===== src/stomp_pkg.sv =====
// typedef widths are fixed to the default sizes below, so any change to the sizes must be made in both places
package stomp_pkg;

	// ====================================================================
	// default sizes
	// ====================================================================

	// number of re-order buffer entries
	parameter int ROB_ENTRIES = 16;
	// number of branch streams, stream 0 means no stream
	parameter int XSTREAMS = 8;
	// expansion steps taken when walking the fork tree of a missed stream
	parameter int BRANCH_LEVELS = 4;

	// ====================================================================
	// widths that carry a meaning
	// ====================================================================

	// index of one ROB entry
	typedef logic [3:0] rob_ndx_t;
	// one bit per ROB entry
	typedef logic [15:0] rob_mask_t;
	// dispatch order, wraparound is not handled
	typedef logic [7:0] seqnum_t;
	// branch stream id
	typedef logic [2:0] stream_t;
	// one bit per branch stream
	typedef logic [7:0] stream_mask_t;
	// instruction address
	typedef logic [31:0] pc_t;

	// the front end compares stage pcs against this after reset
	// an odd address is never fetched, so no stage ever matches it
	parameter pc_t NO_TARGET = 32'hFFFF_FFFF;

	// states of the miss report receiver
	typedef enum logic [1:0] {
		idle,
		capture,
		ack_hi,
		wait_drop
	} miss_state_t;

endpackage

===== src/stomp_top.sv =====
// only the branch-unit miss report uses a handshake, every other input is taken as valid in the cycle it is high
`timescale 1ns/10ps

module stomp_top #(
	parameter int ROB_ENTRIES   = stomp_pkg::ROB_ENTRIES,
	parameter int XSTREAMS      = stomp_pkg::XSTREAMS,
	parameter int BRANCH_LEVELS = stomp_pkg::BRANCH_LEVELS
) (
	input  logic                 clk,
	input  logic                 rst,
	// pipeline stages
	input  logic                 advance,
	input  stomp_pkg::pc_t       fet_pc,
	input  stomp_pkg::stream_t   fet_stream,
	input  stomp_pkg::pc_t       ext_pc,
	input  stomp_pkg::stream_t   ext_stream,
	input  stomp_pkg::pc_t       dec_pc,
	input  stomp_pkg::stream_t   dec_stream,
	input  stomp_pkg::pc_t       ren_pc,
	input  stomp_pkg::stream_t   ren_stream,
	// dispatch and retire
	input  logic                 disp_valid,
	input  stomp_pkg::rob_ndx_t  disp_id,
	input  stomp_pkg::stream_t   disp_stream,
	input  logic                 ret_valid,
	input  stomp_pkg::rob_ndx_t  ret_id,
	// stream fork and free
	input  logic                 fork_valid,
	input  stomp_pkg::stream_t   fork_parent,
	input  stomp_pkg::stream_t   fork_child,
	input  logic                 free_valid,
	input  stomp_pkg::stream_t   free_stream,
	// miss report from the branch unit
	input  logic                 miss_req,
	input  stomp_pkg::rob_ndx_t  miss_id,
	input  stomp_pkg::pc_t       miss_pc,
	input  stomp_pkg::stream_t   miss_stream,
	input  logic                 found_destination,
	input  stomp_pkg::rob_ndx_t  dest_id,
	output logic                 miss_ack,
	// squash outputs
	output logic                 stomp_fet,
	output logic                 stomp_ext,
	output logic                 stomp_dec,
	output logic                 stomp_ren,
	output logic                 stomp_que,
	output stomp_pkg::rob_mask_t rob_squash
);
	import stomp_pkg::*;

	// latched miss report
	logic         miss_pulse;
	rob_ndx_t     miss_id_q;
	pc_t          miss_pc_q;
	stream_t      miss_stream_q;
	logic         found_dest_q;
	rob_ndx_t     dest_id_q;
	// streams to drop, shared by the front end and the ROB
	stream_mask_t squashed_streams;
	// ROB tags
	seqnum_t [ROB_ENTRIES-1:0] entry_seq;
	stream_t [ROB_ENTRIES-1:0] entry_stream;
	rob_mask_t                 entry_valid;

	miss_capture u_miss_capture (.*);

	// the closure starts from the latched wrong-path stream
	stream_dep_table #(
		.XSTREAMS      (XSTREAMS),
		.BRANCH_LEVELS (BRANCH_LEVELS)
	) u_stream_dep_table (
		.miss_stream (miss_stream_q),
		.*
	);

	rob_tag_store #(.ROB_ENTRIES(ROB_ENTRIES)) u_rob_tag_store (.*);

	frontend_stomp u_frontend_stomp (.*);

	rob_stomp #(.ROB_ENTRIES(ROB_ENTRIES)) u_rob_stomp (.*);

endmodule


===== src/rob_stomp.sv =====
// the mask assumes sequence numbers do not wrap and that miss_id_q and dest_id_q name valid entries at the pulse
`timescale 1ns/10ps

module rob_stomp #(
	parameter int ROB_ENTRIES = stomp_pkg::ROB_ENTRIES
) (
	input  logic                                  clk,
	input  logic                                  rst,
	input  logic                                  miss_pulse,
	input  logic                                  found_dest_q,
	input  stomp_pkg::rob_ndx_t                   miss_id_q,
	input  stomp_pkg::rob_ndx_t                   dest_id_q,
	input  stomp_pkg::stream_t                    miss_stream_q,
	input  stomp_pkg::stream_mask_t               squashed_streams,
	input  stomp_pkg::seqnum_t [ROB_ENTRIES-1:0] entry_seq,
	input  stomp_pkg::stream_t [ROB_ENTRIES-1:0] entry_stream,
	input  stomp_pkg::rob_mask_t                  entry_valid,
	output stomp_pkg::rob_mask_t                  rob_squash
);
	import stomp_pkg::*;

	seqnum_t   br_seq;
	seqnum_t   dst_seq;
	stream_t   br_stream;
	rob_mask_t hit;

	// tags of the branch and of the entry holding the target
	assign br_seq = entry_seq[miss_id_q];
	assign br_stream = entry_stream[miss_id_q];
	assign dst_seq = entry_seq[dest_id_q];

	// ====================================================================
	// per-entry squash decision
	// ====================================================================

	always_comb begin
		for (int n = 0; n < ROB_ENTRIES; n++) begin
			logic younger;
			logic between;
			logic on_wrong_path;
			younger = entry_seq[n] > br_seq;
			// the target is already in the ROB, only the gap before it goes
			between = younger && entry_seq[n] < dst_seq;
			// the wrong-path stream is matched directly, the closure adds
			// every stream that was forked from it
			on_wrong_path = (miss_stream_q != '0 && entry_stream[n] == miss_stream_q) ||
				squashed_streams[entry_stream[n]];
			if (found_dest_q)
				hit[n] = between;
			else
				hit[n] = younger && entry_stream[n] != br_stream;
			hit[n] = entry_valid[n] && (hit[n] || on_wrong_path);
		end
	end

	// the mask fans out widely, so it is registered and lasts one cycle
	always_ff @(posedge clk) begin
		if (rst)
			rob_squash <= '0;
		else if (miss_pulse)
			rob_squash <= hit;
		else
			rob_squash <= '0;
	end

endmodule


===== src/frontend_stomp.sv =====
// stage pcs must be aligned, since the reset target is an odd address that no stage can match
`timescale 1ns/10ps

module frontend_stomp (
	input  logic                    clk,
	input  logic                    rst,
	input  logic                    advance,
	input  logic                    miss_pulse,
	input  logic                    found_dest_q,
	input  stomp_pkg::pc_t          miss_pc_q,
	input  stomp_pkg::stream_mask_t squashed_streams,
	input  stomp_pkg::pc_t          fet_pc,
	input  stomp_pkg::stream_t      fet_stream,
	input  stomp_pkg::pc_t          ext_pc,
	input  stomp_pkg::stream_t      ext_stream,
	input  stomp_pkg::pc_t          dec_pc,
	input  stomp_pkg::stream_t      dec_stream,
	input  stomp_pkg::pc_t          ren_pc,
	input  stomp_pkg::stream_t      ren_stream,
	output logic                    stomp_fet,
	output logic                    stomp_ext,
	output logic                    stomp_dec,
	output logic                    stomp_ren,
	output logic                    stomp_que
);
	import stomp_pkg::*;

	// fetch, extract, decode and rename, in pipeline order
	localparam int STAGES = 4;

	pc_t               target_pc;
	pc_t               stage_pc [STAGES];
	stream_t           stage_stream [STAGES];
	logic [STAGES-1:0] flag;
	logic [STAGES-1:0] squash;
	logic              arm;

	// only a miss without a ROB destination flushes the front end
	assign arm = miss_pulse && !found_dest_q;

	// index 0 is fetch, index 3 is rename
	always_comb begin
		stage_pc = '{fet_pc, ext_pc, dec_pc, ren_pc};
		stage_stream = '{fet_stream, ext_stream, dec_stream, ren_stream};
	end

	// ====================================================================
	// miss target and stage flags
	// ====================================================================

	// the front end keeps its own copy of the target, so a later miss that
	// found its destination leaves the running waterfall alone
	always_ff @(posedge clk) begin
		if (rst)
			target_pc <= NO_TARGET;
		else if (arm)
			target_pc <= miss_pc_q;
	end

	// all stages start flagged because the pipeline is empty after reset
	// a flag drops once the target group is seen in its stage on an advance
	always_ff @(posedge clk) begin
		if (rst) begin
			flag <= '1;
		end else begin
			for (int i = 0; i < STAGES; i++) begin
				if (arm)
					flag[i] <= 1'b1;
				else if (advance && stage_pc[i] == target_pc)
					flag[i] <= 1'b0;
			end
		end
	end

	// a flagged stage drops every group except the one at the target
	// squashed streams are dropped in any cycle, even when stalled
	always_comb begin
		for (int i = 0; i < STAGES; i++)
			squash[i] = (flag[i] && stage_pc[i] != target_pc) ||
				squashed_streams[stage_stream[i]];
	end

	assign stomp_fet = squash[0];
	assign stomp_ext = squash[1];
	assign stomp_dec = squash[2];
	assign stomp_ren = squash[3];

	// ====================================================================
	// queue stage
	// ====================================================================

	// a group in the queue stage is already renamed, so it is dropped one
	// advance after rename decided to drop it
	always_ff @(posedge clk) begin
		if (rst)
			stomp_que <= 1'b1;
		else if (advance)
			stomp_que <= squash[3];
	end

endmodule


===== src/rob_tag_store.sv =====
// sequence numbers are not checked for wraparound, so fewer than 256 dispatches may happen between resets
`timescale 1ns/10ps

module rob_tag_store #(
	parameter int ROB_ENTRIES = stomp_pkg::ROB_ENTRIES
) (
	input  logic                                  clk,
	input  logic                                  rst,
	input  logic                                  disp_valid,
	input  stomp_pkg::rob_ndx_t                   disp_id,
	input  stomp_pkg::stream_t                    disp_stream,
	input  logic                                  ret_valid,
	input  stomp_pkg::rob_ndx_t                   ret_id,
	output stomp_pkg::seqnum_t [ROB_ENTRIES-1:0] entry_seq,
	output stomp_pkg::stream_t [ROB_ENTRIES-1:0] entry_stream,
	output stomp_pkg::rob_mask_t                  entry_valid
);
	import stomp_pkg::*;

	// number given to the next dispatched entry
	seqnum_t next_seq;

	always_ff @(posedge clk) begin
		if (rst)
			next_seq <= '0;
		else if (disp_valid)
			next_seq <= next_seq + 1'b1;
	end

	// ====================================================================
	// valid bits
	// ====================================================================

	// a dispatch into the entry being retired wins, since the slot is refilled
	always_ff @(posedge clk) begin
		if (rst) begin
			entry_valid <= '0;
		end else begin
			if (ret_valid)
				entry_valid[ret_id] <= 1'b0;
			if (disp_valid)
				entry_valid[disp_id] <= 1'b1;
		end
	end

	// tags are only meaningful while the valid bit is set
	always_ff @(posedge clk) begin
		if (disp_valid) begin
			entry_seq[disp_id] <= next_seq;
			entry_stream[disp_id] <= disp_stream;
		end
	end

endmodule


===== src/stream_dep_table.sv =====
// closure depth is limited to BRANCH_LEVELS steps, so deeper fork chains are only partly squashed
`timescale 1ns/10ps

module stream_dep_table #(
	parameter int XSTREAMS      = stomp_pkg::XSTREAMS,
	parameter int BRANCH_LEVELS = stomp_pkg::BRANCH_LEVELS
) (
	input  logic                    clk,
	input  logic                    rst,
	input  logic                    fork_valid,
	input  stomp_pkg::stream_t      fork_parent,
	input  stomp_pkg::stream_t      fork_child,
	input  logic                    free_valid,
	input  stomp_pkg::stream_t      free_stream,
	input  stomp_pkg::stream_t      miss_stream,
	input  logic                    miss_pulse,
	output stomp_pkg::stream_mask_t squashed_streams
);
	import stomp_pkg::*;

	// dep[p][c] is set while stream c is a live child forked from stream p
	stream_mask_t dep [XSTREAMS];
	stream_mask_t reach;
	stream_mask_t grow;

	// ====================================================================
	// closure of the missed stream
	// ====================================================================

	always_comb begin
		reach = '0;
		// stream 0 carries no fork tree and starts nothing
		if (miss_stream != '0)
			reach[miss_stream] = 1'b1;
		// each step adds the children of every stream reached so far
		for (int lvl = 0; lvl < BRANCH_LEVELS; lvl++) begin
			grow = reach;
			for (int s = 1; s < XSTREAMS; s++) begin
				if (reach[s])
					grow = grow | dep[s];
			end
			reach = grow;
		end
		reach[0] = 1'b0;
	end

	assign squashed_streams = reach;

	// ====================================================================
	// table updates
	// ====================================================================

	// later statements win, so a fork in the same cycle as a clear is kept
	always_ff @(posedge clk) begin
		if (rst) begin
			for (int s = 0; s < XSTREAMS; s++)
				dep[s] <= '0;
		end else begin
			// squashed streams lose their children so the ids can be reused
			if (miss_pulse) begin
				for (int s = 0; s < XSTREAMS; s++) begin
					if (reach[s])
						dep[s] <= '0;
				end
			end
			// a freed stream is no longer anyone's parent or child
			if (free_valid) begin
				dep[free_stream] <= '0;
				for (int s = 0; s < XSTREAMS; s++)
					dep[s][free_stream] <= 1'b0;
			end
			// stream 0 is never recorded as a child
			if (fork_valid && fork_child != '0 && fork_child != fork_parent)
				dep[fork_parent][fork_child] <= 1'b1;
		end
	end

endmodule


===== src/miss_capture.sv =====
// the branch unit must hold the miss report stable until miss_ack rises, and a new request is only taken after miss_ack falls
`timescale 1ns/10ps

module miss_capture (
	input  logic                clk,
	input  logic                rst,
	input  logic                miss_req,
	input  stomp_pkg::rob_ndx_t miss_id,
	input  stomp_pkg::pc_t      miss_pc,
	input  stomp_pkg::stream_t  miss_stream,
	input  logic                found_destination,
	input  stomp_pkg::rob_ndx_t dest_id,
	output logic                miss_ack,
	output logic                miss_pulse,
	output stomp_pkg::rob_ndx_t miss_id_q,
	output stomp_pkg::pc_t      miss_pc_q,
	output stomp_pkg::stream_t  miss_stream_q,
	output logic                found_dest_q,
	output stomp_pkg::rob_ndx_t dest_id_q
);
	import stomp_pkg::*;

	miss_state_t state;
	logic take;

	// a request is only taken while the receiver is idle
	assign take = (state == idle) && miss_req;

	// ====================================================================
	// four-phase handshake
	// ====================================================================

	always_ff @(posedge clk) begin
		if (rst) begin
			state <= idle;
		end else begin
			case (state)
				idle: begin
					if (miss_req)
						state <= capture;
				end
				// the report was latched on the last edge, ack goes up next
				capture: state <= ack_hi;
				// first ack cycle, this is also the single pulse cycle
				ack_hi: begin
					if (miss_req)
						state <= wait_drop;
					else
						state <= idle;
				end
				wait_drop: begin
					if (!miss_req)
						state <= idle;
				end
				default: state <= idle;
			endcase
		end
	end

	// ack covers both states after capture, so it rises two cycles after req
	assign miss_ack = (state == ack_hi) || (state == wait_drop);
	// both squash paths start from this one-cycle strobe
	assign miss_pulse = (state == ack_hi);

	// the stream and the destination flag feed live logic, so they get a known value
	always_ff @(posedge clk) begin
		if (rst) begin
			miss_stream_q <= '0;
			found_dest_q <= 1'b0;
		end else if (take) begin
			miss_stream_q <= miss_stream;
			found_dest_q <= found_destination;
		end
	end

	// ids and target pc are only looked at on the pulse
	always_ff @(posedge clk) begin
		if (take) begin
			miss_id_q <= miss_id;
			miss_pc_q <= miss_pc;
			dest_id_q <= dest_id;
		end
	end

endmodule


===== config.mk =====
export PLATFORM = sky130hd
export DESIGN_NAME = stomp_top
export DESIGN_NICKNAME = d
export VERILOG_FILES = /design/src/stomp_pkg.sv /design/src/stomp_top.sv /design/src/rob_stomp.sv /design/src/frontend_stomp.sv /design/src/rob_tag_store.sv /design/src/stream_dep_table.sv /design/src/miss_capture.sv
export SDC_FILE = /design/constraint.sdc
export NUM_CORES = 1
export LEC_CHECK = 0
export CORE_MARGIN = 1
export CORE_UTILIZATION = 45
export DETAILED_ROUTE_END_ITERATION = 7
export DONT_BUFFER_PORTS = 1
export GPL_ROUTABILITY_DRIVEN = 1
export GPL_TIMING_DRIVEN = 1
export PLACE_DENSITY = 0.68
export SLEW_MARGIN = 20
export SYNTH_ARGS = -nofsm -noshare
export SYNTH_HDL_FRONTEND = slang
export SYNTH_SLANG_ARGS = --single-unit

===== constraint.sdc =====
create_clock -name clk -period 7.5 [get_ports clk]
set_clock_uncertainty 0.05 [all_clocks]
set_input_delay 1.5 -clock clk [delete_from_list [all_inputs] [get_ports clk]]
set_output_delay 1.5 -clock clk [all_outputs]
set_load 0.1 [all_outputs]

* After elaboration in Yosys (flattened, before gate mapping)
Memory sizes are Yosys's and may differ from the RTL's.
Index checks and enable logic that the tools add are counted.
** Cells by class
- Add/sub/neg operators :: 1
- Magnitude comparators :: 64
- Equal/unequal tests :: 54
- Multiplexer cells :: 222
- Bitwise gates (word level) :: 295
- Reduce and logical (&&, ||, !) cells :: 125
** Operators with widths (count)
- 8-bit two-way mux :: 41
- 8-bit bitwise OR :: 28
- 1-bit two-way mux :: 140
- 1-bit AND :: 128
- 128-bit bitwise mux :: 1
- 32-bit == test :: 4
- 8-bit > comparator :: 16
- 8-bit less-than comparator :: 16
- 32-bit inequality test :: 4
- 3-bit by 4-bit less-than comparator with 1-bit output (second input constant) :: 23
- 1-bit logical AND :: 81
- 1-bit bitwise OR :: 71
- 1-bit NOT :: 65
- 8-bit binary-select mux with 4-bit select :: 2
- 1-bit binary-select mux with 3-bit select :: 20
- 3-bit inequality test :: 17
- 48-bit bitwise mux :: 1
- 3-bit == test :: 16
- 16-bit two-way mux :: 3
- 1-bit logical OR :: 37
- 8-bit demux with 4-bit select :: 1
- 3-bit == test (second input constant) :: 8
- 4-bit by 5-bit less-than comparator with 1-bit output (second input constant) :: 4
- 16-bit AND :: 1
- other kinds (20) :: 33
** Word-level totals
- Register bits after elaboration :: 299
- Bits in writable memories :: 64
- Bits of input ports :: 212
- Output and inout port bits :: 22
- Logic and storage cells :: 809
- Memories kept :: 1
** Memories
- u_stream_dep_table.dep :: words 8, width 8, read ports 7, clocked after memory_dff 0, wr ports 10, line stream_dep_table.sv:22 : stream_mask_t dep [XSTREAMS];

* Depth between registers and ports, before layout
Gate-level depths: netlist of the first run.
- Depth after elaboration :: 67
- Mapped depth :: 19
- Mapped depth without buffers :: 16

* Hierarchy
A second synthesis of the first run with hierarchy kept.
** Unflattened totals
- Cell total of the unflattened synthesis :: 2245
- Area, all modules :: 24664.9 µm²
** Modules (own cells, without submodules)
- rob_stomp :: instances 1, cells each 1126, area an instance 10705.3 µm², seq. area each 320.3 µm²
- rob_tag_store :: instances 1, cells each 311, area an instance 6353.6 µm², seq. area each 5765.5 µm²
- frontend_stomp :: instances 1, cells each 347, area an instance 3116.7 µm², seq. area each 740.7 µm²
- stream_dep_table :: instances 1, cells each 395, area an instance 3016.6 µm², seq. area each 860.8 µm²
- miss_capture :: instances 1, cells each 66, area an instance 1472.7 µm², seq. area each 1321.3 µm²

* Worst setup path before layout of the first run
Ideal clock, no wire load.
- Path type :: register -> output
- Start :: register u_miss_capture.miss_stream_q[2]
- End :: output stomp_dec
- Data arrival time :: 5402 ps
- Data required time :: 5950 ps
- Path slack :: 548 ps
- Stages on the path, launching flop included :: 19
- Buffers on the path :: 6
- Cell sequence :: dfxtp_1 > buf_2 > buf_2 > buf_1 > o21ai_0 > a21oi_1 > o21ai_0 > o2111ai_1 > or2_2 > clkbuf_1 > a222oi_1 > and4_1 > buf_4 > o2111ai_1 > nor2_2 > buf_2 > mux4_2 > and2_1 > o21ai_0
** On the way
- Word-level cells in the longest chain between the ends :: 64
- Elaborated cells on any way between the ends :: 66
- Classes of those cells :: order compare: 2; mux: 33; bitwise: 28; reduce/logical: 3
** Ends and longest elaborated chain
- from (decl) :: line miss_capture.sv:17 : output stomp_pkg::stream_t miss_stream_q,
- from (signal assigned) :: line miss_capture.sv:71 : miss_stream_q <= miss_stream;
- 3-bit by 4-bit less-than comparator with 1-bit output (not written as such) / 3-bit by 1-bit greater-or-equal comparator with 1-bit output (equally long branches) :: line stream_dep_table.sv:34 : reach[miss_stream] = 1'b1;
- 1-bit logical AND (not written as such) :: line stream_dep_table.sv:34
- 1-bit two-way mux (not written as such) :: line stream_dep_table.sv:34
- 1-bit demux with 3-bit select
- 8-bit two-way mux (*) :: line stream_dep_table.sv:33 : if (miss_stream != '0)
- 8-bit bitwise OR :: line stream_dep_table.sv:40 : grow = grow | dep[s];
- 8-bit two-way mux :: line stream_dep_table.sv:39 : if (reach[s])
- 8-bit bitwise OR :: line stream_dep_table.sv:40
- [... 48 more ...]
- 8-bit two-way mux :: line stream_dep_table.sv:39
- 8-bit bitwise OR :: line stream_dep_table.sv:40
- 8-bit two-way mux :: line stream_dep_table.sv:39
- 8-bit bitwise OR :: line stream_dep_table.sv:40
- 8-bit two-way mux (*) :: line stream_dep_table.sv:39
- 1-bit binary-select mux with 3-bit select (*) :: line frontend_stomp.sv:80 : squashed_streams[stage_stream[i]];
- 1-bit two-way mux (not written as such) (*) :: line frontend_stomp.sv:80
- 1-bit logical OR (*) :: line frontend_stomp.sv:79 : squash[i] = (flag[i] && stage_pc[i] != target_pc) ||
- to (decl) :: line stomp_top.sv:44 : output logic stomp_dec,
Every way passes the cells marked *; elsewhere a longest branch is shown, timed or not. The select of a mux whose other input is x is not followed.

* Worst setup path in the final report of the first run
- Start :: register u_miss_capture.miss_stream_q[0]
- End :: output stomp_ren
** On the way
- Word-level cells in the longest chain between the ends :: 64
- Elaborated cells on any way between the ends :: 66
- Classes of those cells :: order compare: 2; mux: 33; bitwise: 28; reduce/logical: 3
** Ends and longest elaborated chain
- 3-bit by 4-bit less-than comparator with 1-bit output (not written as such) / 3-bit by 1-bit greater-or-equal comparator with 1-bit output (equally long branches) :: line stream_dep_table.sv:34
- 1-bit logical AND (not written as such) :: line stream_dep_table.sv:34
- 1-bit two-way mux (not written as such) :: line stream_dep_table.sv:34
- 1-bit demux with 3-bit select
- 8-bit two-way mux (*) :: line stream_dep_table.sv:33
- 8-bit bitwise OR :: line stream_dep_table.sv:40
- 8-bit two-way mux :: line stream_dep_table.sv:39
- 8-bit bitwise OR :: line stream_dep_table.sv:40
- [... 48 more ...]
- 8-bit two-way mux :: line stream_dep_table.sv:39
- 8-bit bitwise OR :: line stream_dep_table.sv:40
- 8-bit two-way mux :: line stream_dep_table.sv:39
- 8-bit bitwise OR :: line stream_dep_table.sv:40
- 8-bit two-way mux (*) :: line stream_dep_table.sv:39
- 1-bit binary-select mux with 3-bit select (*) :: line frontend_stomp.sv:80
- 1-bit two-way mux (not written as such) (*) :: line frontend_stomp.sv:80
- 1-bit logical OR (*) :: line frontend_stomp.sv:79
- to (decl) :: line stomp_top.sv:45 : output logic stomp_ren,
Marked as above.

==> results.md, run 1 <==
* Overall routed net length at 81990 um
* Number of remaining DRC errors at 12
* Fmax at 143.4 MHz
* RSZ-0062 raised after global routing: no
* Post-synthesis sequential area ratio at 37.33%
* Worst Slack Setup Final at 0.5260 ns
* Area Overhead vs Synth at 8.736%
* Place WS at 1.228 ns
* Max-Slew Margin vs Limit at 28.18%
* Setup TNS at 0 ns
* Starting DRT DRC Count at 2218
* Die X-Extent at 233.3 um
* Worst slew pin tran at 1.076 ns
* Total number of yosys warnings at 0
* Crit path DAT at 5.42 ns
* Clk buf depth at 3
* FF+latch count, synth at 341
* WHS at 0.4069 ns
* Power, Total at 4.987 mW
* Share of the synthesized area in the top cell type at 26.94%
* Drt pass-1 iters at 7
* First-pass GRT wire length at 120400 um
* Final-report hold violation count at 0
* Vias per inst at 6.672
* Die Area at 54430 um^2
* Root Buffer Master: clkbuf_16
* Fin util at 49.62%
* Status: finished with violations
* Clock Latency Late Sink at 0.57 ns
* Hold-fix buffers at CTS at 0
* # resized after CTS at 0
* Pleak at 9.553 nW
* Final #Nets at 2622
* Most frequent cell after synthesis: ha_1
* Worst-case vdd ir drop at 0.0001875 V
* Core Box Area at 52760 um^2
* Mapped Avg Cell Area at 10.79 um^2
* Height of the die at 233.3 um
* Crit. End Element: output pin
* Max cap viols at 0
* Overall Global Routing Usage at 29.89%
* Clock-pin slew of the registers on the worst-case setup and hold paths at 0.06 ns
* IO Port Bufs at 0
* Most frequent cells after synthesis: 241 x ha_1, 216 x edfxtp_1, 152 x xor2_1, 142 x nand2_1, 136 x o21ai_0
* Distinct cells, synth at 69
* Crit Path Max Fanout at 17
* Min cycle time layout at 6.974 ns
* Most used DFF post-synth: edfxtp_1
* Total grt overflow at 0
* Hold Crit Class: reg -> reg
* Final count of pins violating max slew at 0
* Syn Nets at 2684
* Vias in the first global route at 19180
* Setup CP Type: reg -> out
* Depth of the CTS H-tree at 2
* Synth top area cells: edfxtp_1 27%, ha_1 13%, mux4_2 11%
* DR vias at 19310
* Initial Util at 45.63%
* Synthesized instance count at 2231
* Power Density at 190.5 nW/um^2
* Setup repair bufs after CTS at 0
* CTS tree: done
* Req. time, crit path at 5.95 ns
* Synth area leader: edfxtp_1
* WL/cell at 28.33 um
* Mapped cell area at 24080 um^2
* Failing checks: design-rule violations
* DRT antenna net count at 0
* Antenna violations before repair at 5
* Fraction of layout instances using a drive strength above 1 at 11.35%
* Clk sinks at 341
* DPL Wire Length at 60910 um
* Crit share post-route at 92.99%
* Final setup viols at 0
* Gpl congestion at 0.9588
* FP Rows at 84
* Ys async rst share at 0%
* EDFF count, synth at 216
* Largest net degree at the start of global routing at 46
* Setup crit start kind: register
* I/O pin count at 234
* CTS Buf Count at 41
-- per-layer routing --
layer,GRT usage (%),part of all wire [%]
met5,0,0.0098
met4,13.34,5.1
met3,6.641,9.7
met2,47.38,46
met1,38.96,39
-- layout by cell type, fill, tap and decap left out, types with 54 or more instances in the layout --
cell	Yosys	layout
a21oi_1	95	95
dfxtp_1	125	123
edfxtp_1	216	216
ha_1	241	241
inv_1	71	71
mux2i_1	67	67
mux4_2	116	116
nand2_1	142	142
nor2_1	76	72
o21ai_0	136	133
o22ai_1	54	54
xnor2_1	59	59
xor2_1	152	152
-- stage by stage --
step | cell area (um^2) | cells
floorplan | 24080 | 2231
global placement | 24720 | 2814
detailed placement | 24720 | 2814
CTS | 26160 | 2890
global route | 26180 | 2894
finish | 26180 | 2894
-- power by group --
group	leakage (nW)	internal, mW	total (mW)	switching, mW
registers	3.08	2.03	2.10	0.0685
logic	5.76	0.318	0.755	0.438
clock network	0.707	1.29	2.13	0.845
total	9.55	3.64	4.99	1.35
-- worst paths after layout --
kind	from	endpoint	slack, ns	cells past startpoint
max	u_miss_capture.miss_stream_q[0]	stomp_ren	0.53	13
min	u_rob_tag_store.entry_valid[14]	u_rob_stomp.rob_squash[14]	0.41	2
max reg2reg	u_miss_capture.dest_id_q[0]	u_rob_stomp.rob_squash[8]	1.90	13
min reg2reg	u_rob_tag_store.entry_valid[14]	u_rob_stomp.rob_squash[14]	0.41	2
-- critical path, cell delays in order (launching register included) --
cell	delay, ns
dfxtp_1	0.64
inv_1	0.43
mux4_2	0.63
and2_0	0.19
a2111o_1	0.35
or2_0	0.38
a222oi_1	0.28
and4_1	0.48
o221ai_1	0.23
nor2_1	0.38
o32ai_1	0.18
o221ai_1	0.34
nand2_1	0.10
buf_4	0.25
-- flip-flops by register name (all words and copies together) (netlist names), 8 cells and up --
| name | flops |
|---|---|
| u_stream_dep_table.dep | 42 |
| u_rob_tag_store.entry_valid | 16 |
| u_rob_tag_store.entry_seq | 128 |
| u_miss_capture.miss_pc_q | 32 |
| u_rob_stomp.rob_squash | 16 |
| u_frontend_stomp.target_pc | 32 |
| u_rob_tag_store.entry_stream | 48 |
| u_rob_tag_store.next_seq | 8 |
-- logic make-up (layout without fill, tap and decap cells) --
logic type                 Yosys count  count (layout)  synth area share, %
other                                0               4                    0
buffers and inverters              208             179                3.445
and+or+nand+nor                    527             527                11.33
xor gates and xnor gates           211             211                7.676
adders and majority gates          241             241                12.52
AOI/OAI and AO/OA                  518             518                13.93
DFF                                341             341                37.33
muxes                              185             185                13.76
-- final cells by class --
class,instances,area (um^2)
Fill cell,4579,26580
Multi-Input combinational cell,1682,14330
Sequential cell,341,8991
Clock buffer,51,1169
Tap cell,688,860.8
Timing Repair Buffer,32,277.8
Clock inverter,25,271.5
Inverter,71,266.5
Antenna cell,4,10.01
(Power assumes the default switching activity.)
==> run 2, diff against run 1 <==
- clock period: 7.5 -> 8.2 ns (I/O delays scaled with it)
==> run 2 against run 1 <==
Effect of this change:
- the flow still finishes with violations (design-rule violations)
- non-clock buffer count down 6
- largest power group unchanged
- via count down 0.18%
- cell count down 0.24%
- sequential share of layout area about the same
- sequential power down 9%
==> results.md, run 2 (synthesis results as in run 1) <==
* WL/cell at 28.16 um (-0.61%)
* Core Box Area at 52760 um^2 (unchanged)
* Area occupied by multi-input gates at 14350 um^2 (about the same)
* Vias in the first global route at 18950 (-1.2%)
* Max reg flops at 128 (unchanged)
* Top Registers: u_rob_tag_store.entry_seq: 128 flops, u_rob_tag_store.entry_stream: 48 flops, u_stream_dep_table.dep: 42 flops
* Crit Path Max Fanout at 24 (+7)
* Initial Util at 45.63% (unchanged)
* RSZ-0062 raised after global routing: no
* Most frequent cells in the layout: 241 x ha_1, 216 x edfxtp_1, 152 x xor2_1
* Placed insts at 2808 (-0.21%)
* Worst reg2reg path depth at 13 (unchanged)
* Setup CP Type: reg -> out
* Worst path bufs/invs at 2 (unchanged)
* DR vias at 19270 (-0.18%)
* Worst hold endpoint: u_frontend_stomp.target_pc[24]
* # fillers at 4668 (+1.9%)
* Cell family with most CP delay: compound AO/OA/AOI/OAI gates
* Register area at 8991 um^2 (unchanged)
* FP Rows at 84 (unchanged)
* Pleak at 9.544 nW (-0.10%)
* IO Port Bufs at 0 (unchanged)
* Die Area at 54430 um^2 (unchanged)
* Crit path DAT at 5.90 ns (+0.48 ns)
* Max cap viols at 0 (unchanged)
* Clock Latency Late Sink at 0.58 ns (about the same)
* Largest net degree at the start of global routing at 45 (-2.2%)
* Gpl congestion at 0.9351 (-2.5%)
* Antenna violations before repair at 4 (-1)
* Depth of the CTS H-tree at 2 (unchanged)
* Crit share post-route at 92.57%
* WHS at 0.4088 ns (+0.001881 ns)
* Most common cell after layout, fill and taps aside: ha_1
* HP Start: u_miss_capture.miss_pc_q[24]
* Max-Slew Margin vs Limit at 23.40% (-4.8 points)
* Final setup viols at 0 (unchanged)
* Drt pass-1 iters at 7 (unchanged)
* Failing checks: design-rule violations
* Final count of pins violating max slew at 0 (unchanged)
* Ordered cell list for the critical path: inv_1, o32ai_1, a221o_1, a221o_1, nor2_1, o2111ai_1, o21ai_0, o211ai_1, nor2_2, buf_4, mux4_2, and2_0, o21ai_2
* Reg2reg setup slack at 2.57 ns (+0.67 ns)
* Slowest CP cell: o21ai_2
* DRT antenna net count at 0 (unchanged)
* Fmax at 131.7 MHz
* Setup crit start kind: register
* Clock-pin slew of the registers on the worst-case setup and hold paths at 0.07 ns (about the same)
* R2R Path End: u_rob_stomp.rob_squash[0]
* Hold path depth at 2 (unchanged)
* Crit. End Element: output pin
* I/O pin count at 234 (unchanged)
* Hold-fix buffers at CTS at 0 (unchanged)
* First-pass GRT wire length at 119300 um (-0.99%)
* Final-report hold violation count at 0 (unchanged)
* Worst R2R Start: u_miss_capture.miss_stream_q[0]
* Setup repair bufs after CTS at 0 (unchanged)
* Power, Total at 4.627 mW (-7.2%)
* CTS tree: done
* Vias per inst at 6.676 (about the same)
* Clk buf depth at 3 (unchanged)
* Power Density at 176.9 nW/um^2 (-7.1%)
* Cell mode on critical path: a221o_1
* Total grt overflow at 0 (unchanged)
* Status: finished with violations
* Die X-Extent at 233.3 um (unchanged)
* Overall routed net length at 81300 um (-0.85%)
* Delay of the slowest critical-path stage at 0.85 ns (+0.21 ns)
* Worst Slack Setup Final at 0.6092 ns (+0.08316 ns)
* Final #Nets at 2617 (-0.19%)
* Starting DRT DRC Count at 2091 (-5.7%)
* Overall Global Routing Usage at 29.42% (-0.47 points)
* Setup TNS at 0 ns (unchanged)
* DPL Wire Length at 60390 um (-0.85%)
* Hold Crit Class: reg -> reg
* Min cycle time layout at 7.591 ns
* Largest Register: u_rob_tag_store.entry_seq
* Final Non-Filler Cells at 2887 (-0.24%)
* Fraction of layout instances using a drive strength above 1 at 11.11% (-0.25 points)
* Place WS at 1.312 ns (+0.08400 ns)
* Height of the die at 233.3 um (unchanged)
* Root Buffer Master: clkbuf_16
* CTS Buf Count at 42 (+2.4%)
* Area Overhead vs Synth at 8.637% (about the same)
* # resized after CTS at 0 (unchanged)
* Number of remaining DRC errors at 26 (+14)
* Clk sinks at 341 (unchanged)
* Worst slew pin tran at 1.143 ns (+0.06686 ns)
* Worst-case vdd ir drop at 0.0001119 V (-40%)
* Req. time, crit path at 6.51 ns (+0.56 ns)
==> run 2: tightest hold or removal path: stages, from the launching register on <==
cell	delay [ns]
edfxtp_1	0.32
mux2i_1	0.06
nand2_1	0.06
==> run 2: area by class of cell <==
class	instances	share of cell area (%)
Antenna cell	2	0.01913
Multi-Input combinational cell	1682	54.85
Clock buffer	58	4.807
Clock inverter	19	0.8945
Timing Repair Buffer	26	0.7462
Inverter	71	1.019
Tap cell	688	3.291
Sequential cell	341	34.37
==> run 2: stage by stage <==
stage	util (%)	area [um^2]
CTS	49.54	26140
global route	49.57	26150
finish	49.58	26160
detailed placement	46.71	24640
floorplan	-	24080
global placement	46.69	24630
==> run 2: worst max path at each step <==
| stage | cells past startpoint | endpoint | from |
|---|---|---|---|
| 6_report | 13 | stomp_fet | u_miss_capture.miss_stream_q[0] |
| 2_1_floorplan | 18 | stomp_dec | u_miss_capture.miss_stream_q[2] |
| 3_3_place_gp | 13 | stomp_fet | u_miss_capture.miss_stream_q[0] |
| 4_1_cts | 13 | stomp_fet | u_miss_capture.miss_stream_q[0] |
| 5_1_grt | 13 | stomp_dec | u_miss_capture.miss_stream_q[0] |
| 3_5_place_dp | 13 | stomp_fet | u_miss_capture.miss_stream_q[0] |
==> run 2: layer usage <==
layer  GRT usage (%)  share of wire (%)
met1           38.12                 39
met2           47.32                 47
met3           6.030                9.0
met4           13.01                5.1
met5               0              0.021
==> run 2: where the power goes <==
group | internal (mW) | switching, mW
registers | 1.86 | 0.0661
clock network | 1.23 | 0.782
logic | 0.291 | 0.396
total | 3.38 | 1.24
